`config.mk`:
```
export PLATFORM = sky130hd
export DESIGN_NAME = exc_top
export DESIGN_NICKNAME = d
export VERILOG_FILES = /design/src/hdl/exc_pkg.sv /design/src/hdl/cp0_regs.sv /design/src/hdl/exc_commit.sv /design/src/hdl/exc_decode.sv /design/src/hdl/exc_execute.sv /design/src/hdl/exc_top.sv
export SDC_FILE = /design/constraint.sdc
export NUM_CORES = 1
export LEC_CHECK = 0
export ABC_CLOCK_PERIOD_IN_PS = 23000
export BUFFER_PORTS_ARGS = -buffer_cell sky130_fd_sc_hd__buf_2
export CORE_MARGIN = 4
export CORE_UTILIZATION = 35
export DETAILED_ROUTE_END_ITERATION = 8
export GPL_TIMING_DRIVEN = 0
export PLACE_DENSITY_LB_ADDON = 0.15
export SYNTH_ARGS = -nofsm -noshare
export SYNTH_HDL_FRONTEND = slang
export SYNTH_SLANG_ARGS = --single-unit
```
`constraint.sdc`:
```
create_clock -name clk -period 23 [get_ports clk]
set_input_delay 2.3 -clock clk [delete_from_list [all_inputs] [get_ports clk]]
set_output_delay 2.3 -clock clk [all_outputs]
set_load 0.005 [all_outputs]
```
`src/hdl/exc_pkg.sv`:
```
`default_nettype none

package exc_pkg;

    typedef logic [31:0] word_t;
    typedef logic [4:0]  exc_code_t;
    typedef logic [1:0]  credit_cnt_t;

    // major opcodes, instr[31:26]
    localparam logic [5:0] OP_SPECIAL = 6'h00;
    localparam logic [5:0] OP_COP0    = 6'h10;
    localparam logic [5:0] OP_LW      = 6'h23;
    localparam logic [5:0] OP_SW      = 6'h2B;

    // funct field, instr[5:0]
    localparam logic [5:0] FN_SYSCALL = 6'h0C;
    localparam logic [5:0] FN_BREAK   = 6'h0D;
    localparam logic [5:0] FN_ERET    = 6'h18;
    localparam logic [5:0] FN_ADD     = 6'h20;
    localparam logic [5:0] FN_ADDU    = 6'h21;

    // cp0 cause codes
    localparam exc_code_t EX_INT  = 5'd0;
    localparam exc_code_t EX_ADEL = 5'd4;
    localparam exc_code_t EX_ADES = 5'd5;
    localparam exc_code_t EX_SYS  = 5'd8;
    localparam exc_code_t EX_BP   = 5'd9;
    localparam exc_code_t EX_RI   = 5'd10;
    localparam exc_code_t EX_OV   = 5'd12;

    localparam word_t BOOT_BASE  = 32'hBFC0_0200;
    localparam word_t EXC_VECTOR = BOOT_BASE + 32'h0000_0180; // general exception entry

    localparam int IN_CREDITS  = 2; // decode queue depth
    localparam int RES_CREDITS = 2; // sink slots

endpackage

`default_nettype wire

```
`src/hdl/cp0_regs.sv`:
```
`timescale 1ns/1ps
`default_nettype none

module cp0_regs (
    input  wire                     clk,
    input  wire                     arst_n,
    input  wire                     exc_we,
    input  wire exc_pkg::exc_code_t exc_code,
    input  wire exc_pkg::word_t     epc_val,
    input  wire                     bad_we,
    input  wire exc_pkg::word_t     bad_val,
    input  wire                     eret_we,
    output logic                    exl,
    output exc_pkg::word_t          epc,
    output exc_pkg::word_t          badvaddr,
    output exc_pkg::exc_code_t      cause_code
);

    // only exl of status is kept and ie reads as 1
    always_ff @(posedge clk or negedge arst_n) begin
        if (!arst_n)
            exl <= 1'b0;
        else if (exc_we)
            exl <= 1'b1;
        else if (eret_we)
            exl <= 1'b0;
    end

    // cause and epc latch together
    always_ff @(posedge clk or negedge arst_n) begin
        if (!arst_n) begin
            cause_code <= '0;
            epc        <= '0;
        end else if (exc_we) begin
            cause_code <= exc_code;
            epc        <= epc_val;
        end
    end

    always_ff @(posedge clk or negedge arst_n) begin
        if (!arst_n)
            badvaddr <= '0;
        else if (bad_we)
            badvaddr <= bad_val; // address errors only
    end

endmodule

`default_nettype wire

```
`src/hdl/exc_commit.sv`:
```
`timescale 1ns/1ps
`default_nettype none

module exc_commit (
    input  wire                  clk,
    input  wire                  arst_n,
    input  wire                  x_valid,
    input  wire exc_pkg::word_t  x_pc,
    input  wire exc_pkg::word_t  x_value,
    input  wire                  x_ovf,
    input  wire                  x_data_ade,
    input  wire                  x_data_store,
    input  wire                  x_sys,
    input  wire                  x_bp,
    input  wire                  x_eret,
    input  wire                  x_ri,
    input  wire                  x_fetch_ade,
    input  wire [5:0]            int_lines,
    input  wire                  res_credit,
    input  wire                  exl,
    input  wire exc_pkg::word_t  epc,
    output logic                 stall,
    output logic                 flush,
    output exc_pkg::word_t       redirect_pc,
    output logic                 res_valid,
    output exc_pkg::word_t       res_pc,
    output exc_pkg::word_t       res_value,
    output logic                 exc_valid,
    output exc_pkg::word_t       exc_pc,
    output exc_pkg::exc_code_t   exc_code,
    output logic                 exc_we,
    output exc_pkg::word_t       epc_val,
    output logic                 bad_we,
    output exc_pkg::word_t       bad_val,
    output logic                 eret_we
);

    exc_pkg::credit_cnt_t credits;
    exc_pkg::exc_code_t   code;
    exc_pkg::word_t       bad_addr;
    exc_pkg::word_t       report_pc;
    logic                 take;
    logic                 int_req;
    logic                 is_exc;
    logic                 bad_sel;

    assign stall   = x_valid && (credits == '0);
    assign take    = x_valid && !stall && !flush; // younger op is dying during flush
    assign int_req = (int_lines != '0) && !exl;

    assign res_pc  = report_pc;
    assign exc_pc  = report_pc;
    assign epc_val = report_pc;
    assign exc_we  = exc_valid;

    // fixed priority, first match wins
    always_comb begin
        is_exc   = 1'b1;
        bad_sel  = 1'b0;
        bad_addr = x_pc;
        code     = exc_pkg::EX_INT;
        if (int_req) begin
            code = exc_pkg::EX_INT;
        end else if (x_fetch_ade) begin
            code    = exc_pkg::EX_ADEL;
            bad_sel = 1'b1;
        end else if (x_ri) begin
            code = exc_pkg::EX_RI;
        end else if (x_sys) begin
            code = exc_pkg::EX_SYS;
        end else if (x_bp) begin
            code = exc_pkg::EX_BP;
        end else if (x_ovf) begin
            code = exc_pkg::EX_OV;
        end else if (x_data_ade) begin
            code     = x_data_store ? exc_pkg::EX_ADES : exc_pkg::EX_ADEL;
            bad_sel  = 1'b1;
            bad_addr = x_value;
        end else begin
            is_exc = 1'b0;
        end
    end

    always_ff @(posedge clk or negedge arst_n) begin
        if (!arst_n) begin
            res_valid <= 1'b0;
            exc_valid <= 1'b0;
            flush     <= 1'b0;
            bad_we    <= 1'b0;
            eret_we   <= 1'b0;
            credits   <= exc_pkg::credit_cnt_t'(exc_pkg::RES_CREDITS);
        end else begin
            res_valid <= take && !is_exc;
            exc_valid <= take && is_exc;
            flush     <= take && (is_exc || x_eret);
            bad_we    <= take && bad_sel;
            eret_we   <= take && !is_exc && x_eret;
            credits   <= credits - exc_pkg::credit_cnt_t'(take)
                         + exc_pkg::credit_cnt_t'(res_credit);
        end
    end

    always_ff @(posedge clk) begin
        if (take) begin
            report_pc   <= x_pc;
            res_value   <= x_eret ? epc : x_value; // eret reports its new pc
            exc_code    <= code;
            bad_val     <= bad_addr;
            redirect_pc <= is_exc ? exc_pkg::EXC_VECTOR : epc;
        end
    end

endmodule

`default_nettype wire

```
`src/hdl/exc_decode.sv`:
```
`timescale 1ns/1ps
`default_nettype none

module exc_decode (
    input  wire                        clk,
    input  wire                        arst_n,
    input  wire                        in_valid,
    input  wire exc_pkg::word_t        in_pc,
    input  wire exc_pkg::word_t        in_instr,
    input  wire exc_pkg::word_t        in_op_a,
    input  wire exc_pkg::word_t        in_op_b,
    input  wire                        stall,
    input  wire                        flush,
    output exc_pkg::credit_cnt_t       in_credit,
    output logic                       d_valid,
    output exc_pkg::word_t             d_pc,
    output exc_pkg::word_t             d_op_a,
    output exc_pkg::word_t             d_op_b,
    output exc_pkg::word_t             d_imm,
    output logic                       d_add,
    output logic                       d_addu,
    output logic                       d_lw,
    output logic                       d_sw,
    output logic                       d_sys,
    output logic                       d_bp,
    output logic                       d_eret,
    output logic                       d_ri,
    output logic                       d_fetch_ade
);

    localparam int QW = $clog2(exc_pkg::IN_CREDITS);

    exc_pkg::word_t       q_pc    [exc_pkg::IN_CREDITS];
    exc_pkg::word_t       q_instr [exc_pkg::IN_CREDITS];
    exc_pkg::word_t       q_op_a  [exc_pkg::IN_CREDITS];
    exc_pkg::word_t       q_op_b  [exc_pkg::IN_CREDITS];
    logic [QW-1:0]        wr_ptr;
    logic [QW-1:0]        rd_ptr;
    exc_pkg::credit_cnt_t count;
    logic                 push;
    logic                 pop;
    exc_pkg::word_t       h_instr;
    logic [5:0]           opcode;
    logic [5:0]           funct;
    logic                 c_add, c_addu, c_lw, c_sw, c_sys, c_bp, c_eret;

    assign push    = in_valid && !flush;
    assign pop     = (count != '0) && !stall && !flush;
    assign h_instr = q_instr[rd_ptr];
    assign opcode  = h_instr[31:26];
    assign funct   = h_instr[5:0];

    always_ff @(posedge clk or negedge arst_n) begin
        if (!arst_n) begin
            wr_ptr    <= '0;
            rd_ptr    <= '0;
            count     <= '0;
            in_credit <= '0;
        end else if (flush) begin
            wr_ptr    <= '0;
            rd_ptr    <= '0;
            count     <= '0;
            in_credit <= count + exc_pkg::credit_cnt_t'(in_valid); // dropped plus late arrival
        end else begin
            if (push)
                wr_ptr <= wr_ptr + 1'b1;
            if (pop)
                rd_ptr <= rd_ptr + 1'b1;
            count     <= count + exc_pkg::credit_cnt_t'(push) - exc_pkg::credit_cnt_t'(pop);
            in_credit <= exc_pkg::credit_cnt_t'(pop);
        end
    end

    always_ff @(posedge clk) begin
        if (push) begin
            q_pc[wr_ptr]    <= in_pc;
            q_instr[wr_ptr] <= in_instr;
            q_op_a[wr_ptr]  <= in_op_a;
            q_op_b[wr_ptr]  <= in_op_b;
        end
    end

    always_comb begin
        c_add  = 1'b0;
        c_addu = 1'b0;
        c_lw   = 1'b0;
        c_sw   = 1'b0;
        c_sys  = 1'b0;
        c_bp   = 1'b0;
        c_eret = 1'b0;
        case (opcode)
            exc_pkg::OP_SPECIAL: begin
                c_add  = funct == exc_pkg::FN_ADD;
                c_addu = funct == exc_pkg::FN_ADDU;
                c_sys  = funct == exc_pkg::FN_SYSCALL;
                c_bp   = funct == exc_pkg::FN_BREAK;
            end
            exc_pkg::OP_LW:   c_lw = 1'b1;
            exc_pkg::OP_SW:   c_sw = 1'b1;
            exc_pkg::OP_COP0: c_eret = h_instr[25] && funct == exc_pkg::FN_ERET; // co bit
            default: ;
        endcase
    end

    always_ff @(posedge clk or negedge arst_n) begin
        if (!arst_n)
            d_valid <= 1'b0;
        else if (flush)
            d_valid <= 1'b0;
        else if (!stall)
            d_valid <= pop;
    end

    always_ff @(posedge clk) begin
        if (pop) begin
            d_pc        <= q_pc[rd_ptr];
            d_op_a      <= q_op_a[rd_ptr];
            d_op_b      <= q_op_b[rd_ptr];
            d_imm       <= {{16{h_instr[15]}}, h_instr[15:0]};
            d_add       <= c_add;
            d_addu      <= c_addu;
            d_lw        <= c_lw;
            d_sw        <= c_sw;
            d_sys       <= c_sys;
            d_bp        <= c_bp;
            d_eret      <= c_eret;
            d_ri        <= !(c_add || c_addu || c_lw || c_sw || c_sys || c_bp || c_eret);
            d_fetch_ade <= q_pc[rd_ptr][1:0] != 2'b00;
        end
    end

endmodule

`default_nettype wire

```
`src/hdl/exc_execute.sv`:
```
`timescale 1ns/1ps
`default_nettype none

module exc_execute (
    input  wire                 clk,
    input  wire                 arst_n,
    input  wire                 stall,
    input  wire                 flush,
    input  wire                 d_valid,
    input  wire exc_pkg::word_t d_pc,
    input  wire exc_pkg::word_t d_op_a,
    input  wire exc_pkg::word_t d_op_b,
    input  wire exc_pkg::word_t d_imm,
    input  wire                 d_add,
    input  wire                 d_addu,
    input  wire                 d_lw,
    input  wire                 d_sw,
    input  wire                 d_sys,
    input  wire                 d_bp,
    input  wire                 d_eret,
    input  wire                 d_ri,
    input  wire                 d_fetch_ade,
    output logic                x_valid,
    output exc_pkg::word_t      x_pc,
    output exc_pkg::word_t      x_value,
    output logic                x_ovf,
    output logic                x_data_ade,
    output logic                x_data_store,
    output logic                x_sys,
    output logic                x_bp,
    output logic                x_eret,
    output logic                x_ri,
    output logic                x_fetch_ade
);

    exc_pkg::word_t sum_ab;
    exc_pkg::word_t sum_ai;
    exc_pkg::word_t value;
    logic           mem;
    logic           ovf;

    assign sum_ab = d_op_a + d_op_b;
    assign sum_ai = d_op_a + d_imm; // effective address
    assign mem    = d_lw || d_sw;
    assign value  = (d_add || d_addu) ? sum_ab : (mem ? sum_ai : '0);

    // operands agree in sign, sum does not
    assign ovf = d_add && (d_op_a[31] == d_op_b[31]) && (sum_ab[31] != d_op_a[31]);

    always_ff @(posedge clk or negedge arst_n) begin
        if (!arst_n)
            x_valid <= 1'b0;
        else if (flush)
            x_valid <= 1'b0;
        else if (!stall)
            x_valid <= d_valid;
    end

    always_ff @(posedge clk) begin
        if (!stall) begin
            x_pc         <= d_pc;
            x_value      <= value;
            x_ovf        <= ovf;
            x_data_ade   <= mem && (sum_ai[1:0] != 2'b00);
            x_data_store <= d_sw;
            x_sys        <= d_sys;
            x_bp         <= d_bp;
            x_eret       <= d_eret;
            x_ri         <= d_ri;
            x_fetch_ade  <= d_fetch_ade;
        end
    end

endmodule

`default_nettype wire

```
`src/hdl/exc_top.sv`:
```
`timescale 1ns/1ps
`default_nettype none

module exc_top (
    input  wire                        clk,
    input  wire                        arst_n,
    input  wire                        in_valid,
    input  wire exc_pkg::word_t        in_pc,
    input  wire exc_pkg::word_t        in_instr,
    input  wire exc_pkg::word_t        in_op_a,
    input  wire exc_pkg::word_t        in_op_b,
    output exc_pkg::credit_cnt_t       in_credit,
    input  wire                        res_credit,
    input  wire [5:0]                  int_lines,
    output logic                       res_valid,
    output exc_pkg::word_t             res_pc,
    output exc_pkg::word_t             res_value,
    output logic                       exc_valid,
    output exc_pkg::word_t             exc_pc,
    output exc_pkg::exc_code_t         exc_code,
    output logic                       flush,
    output exc_pkg::word_t             redirect_pc,
    output exc_pkg::word_t             cp0_epc,
    output exc_pkg::word_t             cp0_badvaddr,
    output logic                       cp0_exl
);

    logic           stall;
    logic           d_valid;
    exc_pkg::word_t d_pc, d_op_a, d_op_b, d_imm;
    logic           d_add, d_addu, d_lw, d_sw, d_sys, d_bp, d_eret, d_ri, d_fetch_ade;
    logic           x_valid;
    exc_pkg::word_t x_pc, x_value;
    logic           x_ovf, x_data_ade, x_data_store;
    logic           x_sys, x_bp, x_eret, x_ri, x_fetch_ade;
    logic           exc_we, bad_we, eret_we;
    exc_pkg::word_t epc_val, bad_val;

    exc_decode exc_decode_inst (
        .clk(clk), .arst_n(arst_n),
        .in_valid(in_valid), .in_pc(in_pc), .in_instr(in_instr),
        .in_op_a(in_op_a), .in_op_b(in_op_b),
        .stall(stall), .flush(flush), .in_credit(in_credit),
        .d_valid(d_valid), .d_pc(d_pc), .d_op_a(d_op_a), .d_op_b(d_op_b), .d_imm(d_imm),
        .d_add(d_add), .d_addu(d_addu), .d_lw(d_lw), .d_sw(d_sw), .d_sys(d_sys),
        .d_bp(d_bp), .d_eret(d_eret), .d_ri(d_ri), .d_fetch_ade(d_fetch_ade)
    );

    exc_execute exc_execute_inst (
        .clk(clk), .arst_n(arst_n), .stall(stall), .flush(flush),
        .d_valid(d_valid), .d_pc(d_pc), .d_op_a(d_op_a), .d_op_b(d_op_b), .d_imm(d_imm),
        .d_add(d_add), .d_addu(d_addu), .d_lw(d_lw), .d_sw(d_sw), .d_sys(d_sys),
        .d_bp(d_bp), .d_eret(d_eret), .d_ri(d_ri), .d_fetch_ade(d_fetch_ade),
        .x_valid(x_valid), .x_pc(x_pc), .x_value(x_value), .x_ovf(x_ovf),
        .x_data_ade(x_data_ade), .x_data_store(x_data_store),
        .x_sys(x_sys), .x_bp(x_bp), .x_eret(x_eret), .x_ri(x_ri), .x_fetch_ade(x_fetch_ade)
    );

    exc_commit exc_commit_inst (
        .clk(clk), .arst_n(arst_n),
        .x_valid(x_valid), .x_pc(x_pc), .x_value(x_value), .x_ovf(x_ovf),
        .x_data_ade(x_data_ade), .x_data_store(x_data_store),
        .x_sys(x_sys), .x_bp(x_bp), .x_eret(x_eret), .x_ri(x_ri), .x_fetch_ade(x_fetch_ade),
        .int_lines(int_lines), .res_credit(res_credit), .exl(cp0_exl), .epc(cp0_epc),
        .stall(stall), .flush(flush), .redirect_pc(redirect_pc),
        .res_valid(res_valid), .res_pc(res_pc), .res_value(res_value),
        .exc_valid(exc_valid), .exc_pc(exc_pc), .exc_code(exc_code),
        .exc_we(exc_we), .epc_val(epc_val), .bad_we(bad_we), .bad_val(bad_val),
        .eret_we(eret_we)
    );

    cp0_regs cp0_regs_inst (
        .clk(clk), .arst_n(arst_n),
        .exc_we(exc_we), .exc_code(exc_code), .epc_val(epc_val),
        .bad_we(bad_we), .bad_val(bad_val), .eret_we(eret_we),
        .exl(cp0_exl), .epc(cp0_epc), .badvaddr(cp0_badvaddr),
        .cause_code() // not brought out at the top
    );

endmodule

`default_nettype wire
```
==> results_dict.tcl <==
set metrics [dict create \
    grt_pass1_vias 14600 \
    clkSlewWorstSetupHoldPaths_ns 0.06 \
    drc_errors 0 \
    skew_ns 0.0390 \
    timing.final.crit_share 0.197 \
    avgSynthCellArea_sq_um 16.9 \
    fillCellCount 6659 \
    syn_area_sq_um 26100 \
    die_area_sq_um 78900 \
    clockBufferDepth 3 \
    maxSlewHeadroom 0.344 \
    grt_setup_unrepaired "no" \
    routed_wl_microns 62700 \
    wl_per_cell_microns 21.1 \
    final_antenna_net_count 0 \
    fin_area_sq_um 31500 \
    drt-initial-drc-count 790 \
    track_usage 0.157 \
    setup_tns_ns 0 \
    synth_warnings 0 \
    final_net_count 2161 \
    p_sw_mw 1.89 \
    p_per_area_nw_per_um2 168 \
    setup_viol 0 \
    min_path_type "reg2reg" \
    clk_latency_ns 0.61 \
    crit_path_start_kind "primary input" \
    p_leak_nw 11.8 \
    status "complete, no violations" \
    cts_num_sinks 643 \
    hpwl_microns 45800 \
    cts_buffers 70 \
    async_flop_share 0.124 \
    p_int_mw 3.38 \
    synth_edf_count 563 \
    drt_first_pass_iters 5 \
    ir_worst_vdd_mv 0.0708 \
    fmax_mhz 220 \
    syn-num-nets 1745 \
    seq_area_frac_synth 0.726 \
    gr-total-overflow 0 \
    drive_gt1_frac 0.368 \
    initial_core_util 0.355 \
    hold_viol_final 0 \
    end_kind "register" \
    die_h_microns 281 \
    grt_antenna_before_repair 5 \
    io_buffers 330 \
    switching_share 0.359 \
    worstPathMaxFanout 10 \
    htreeDepth 3 \
    core_region_area_sq_um 73300 \
    critical_path_class "in2reg" \
    synth_top_area_frac 0.649 \
    place_area_sq_um 29300 \
    seqPwrFrac 0.400 \
    synth_seq_cells 643 \
    post-route-min-period_ns 4.54 \
    drv_cap 0 \
    synthCells 1538 \
    slew_violations 0 \
    grt_max_degree 94 \
    pwr-share-clk 0.201 \
    required_ns 23.35 \
    globalplace.congestion 0.803 \
    rows 99 \
    p_total_mw 5.28 \
    yosysTopAreaCell "edfxtp_1" \
    cts_root_buf "clkbuf_16" \
    vias 14300 \
    boundaryPins 341 \
    viasPerCell 4.81 \
    grt_pass1_wl_microns 92800 \
    die-width_microns 281 \
    synth_ff_type "edfxtp_1" \
    ctsResizeCount 0 \
    cts_hold_buf 0 \
    synth_top_cells_by_area "edfxtp_1 (65%), mux2_2 (10%), dfrtp_1 (7.6%), ha_1 (3.2%), xnor2_1 (1.1%)" \
    synth.distinct_cells 65 \
    syn_to_final_growth_pct 20.7 \
    pwr-share-comb 0.398 \
    cts_setup_buffers 0 \
    tightest_slew_ns 0.984 \
    cts_tree "yes" \
    arrival_ns 4.88 \
]
==> area by class of cell <==
class / instances / area, sq um / area share
antenna: 2 / 5.00 / 0.000159
buffer: 75 / 408 / 0.0130
inverter: 33 / 129 / 0.00410
sequential: 643 / 18900 / 0.601
multi-input combinational: 787 / 6640 / 0.211
timing repair buffer: 344 / 1960 / 0.0624
clock inverter: 36 / 282 / 0.00895
tap: 959 / 1200 / 0.0382
clock buffer: 91 / 1910 / 0.0608
==> final timing paths <==
check	cells past startpoint	startpoint	slack [ns]	to
max in group asynchronous	2	arst_n	20.70	exc_commit_inst.credits[1]
hold reg to reg	0	exc_decode_inst.d_pc[23]	0.41	exc_execute_inst.x_pc[23]
hold / removal	0	exc_decode_inst.d_pc[23]	0.41	exc_execute_inst.x_pc[23]
min in group asynchronous	1	arst_n	1.61	cp0_regs_inst.epc[17]
setup / recovery	7	int_lines[1]	18.46	exc_commit_inst.bad_val[1]
setup reg to reg	10	exc_decode_inst.d_op_a[1]	18.97	exc_execute_inst.x_value[23]
==> power by group through the flow <==
stage / Combinational [mW] / Sequential [mW] / Clock [mW]
after global routing: 2.32 / 2.16 / 1.15
final: 2.10 / 2.11 / 1.06
after floorplan: 1.34 / 2.12 / 0
after global placement: 2.04 / 2.23 / 0
after CTS: 2.14 / 2.12 / 1.10
after detailed placement: 2.13 / 2.14 / 0
==> cells by family after synthesis <==
logic type / share of synthesized area
AOI/OAI and AO/OA: 0.0531
buffers and inverters: 0.0204
adders and majority gates: 0.0337
xor gates and xnor gates: 0.0212
other: 0.000144
muxes: 0.105
and+or+nand+nor: 0.0404
DFF: 0.726
==> critical path: stages <==
cell,delay (ns)
buf_2,0.09
nor4_1,0.29
a21oi_1,0.21
or2_1,0.34
nor2_1,0.49
clkbuf_1,0.74
mux2_2,0.42
==> sequential cells by signal (all words and copies together), names as in the netlist, 46 cells and up <==
| register | count |
|---|---|
| exc_decode_inst.q_instr | 46 |
| exc_decode_inst.q_pc | 64 |
| exc_decode_inst.q_op_b | 64 |
| exc_decode_inst.q_op_a | 64 |
==> routing by layer <==
| metal | part of all wire | GRT usage |
|---|---|---|
| met5 | 0.00021 | 0 |
| met4 | 0.024 | 0.0431 |
| met3 | 0.051 | 0.0347 |
| met2 | 0.48 | 0.262 |
| met1 | 0.44 | 0.208 |
==> through the flow <==
step           hold slack (ns)  std cells  worst slack [ns]   util
4_1_cts                  0.416       2968             18.44  0.429
6_report                 0.414       2970             18.46  0.429
3_3_place_gp             0.401       2827              8.39  0.394
5_1_grt                  0.420       2968             18.34  0.429
3_5_place_dp             0.405       2841             17.78  0.399
2_1_floorplan            0.400       1538             13.58      -
==> synth_stat cells, types with 7 or more instances <==
library cell,instances
xor2_1,31
edfxtp_1,563
a211oi_1,8
clkbuf_1,34
o21ai_0,33
nand4_1,10
nand3_1,18
o21bai_1,14
a21oi_1,54
nand2b_1,15
nand2_1,35
ha_1,67
and2_1,30
dfrtp_1,79
xnor2_1,32
buf_4,33
nor2b_1,10
nor2_1,44
a21o_1,21
inv_1,33
mux2_2,239
o22ai_1,26
nor3_1,10
a31oi_1,7
==> placed cells by master (no fill, tap or decap), types with 5 or more instances in the layout <==
cell	netlist	routed
a211oi_1	8	8
a21o_1	21	21
a21oi_1	54	54
a31oi_1	7	7
and2_1	30	29
and3_1	5	5
buf_1	6	6
buf_12	0	8
buf_16	0	5
buf_2	2	331
buf_4	33	34
clkbuf_1	34	48
clkbuf_16	0	71
clkbuf_8	0	6
clkinv_1	0	13
clkinv_2	0	12
dfrtp_1	79	79
edfxtp_1	563	563
ha_1	67	67
inv_1	33	32
mux2_2	239	239
mux2i_1	5	5
nand2_1	35	34
nand2b_1	15	15
nand3_1	18	18
nand4_1	10	10
nor2_1	44	43
nor2b_1	10	9
nor3_1	10	10
nor4_1	6	6
o21a_1	6	6
o21ai_0	33	33
o21bai_1	14	14
o22ai_1	26	26
or2_2	5	5
or3_1	6	6
xnor2_1	32	32
xor2_1	31	31
(Power assumes the default switching activity.)
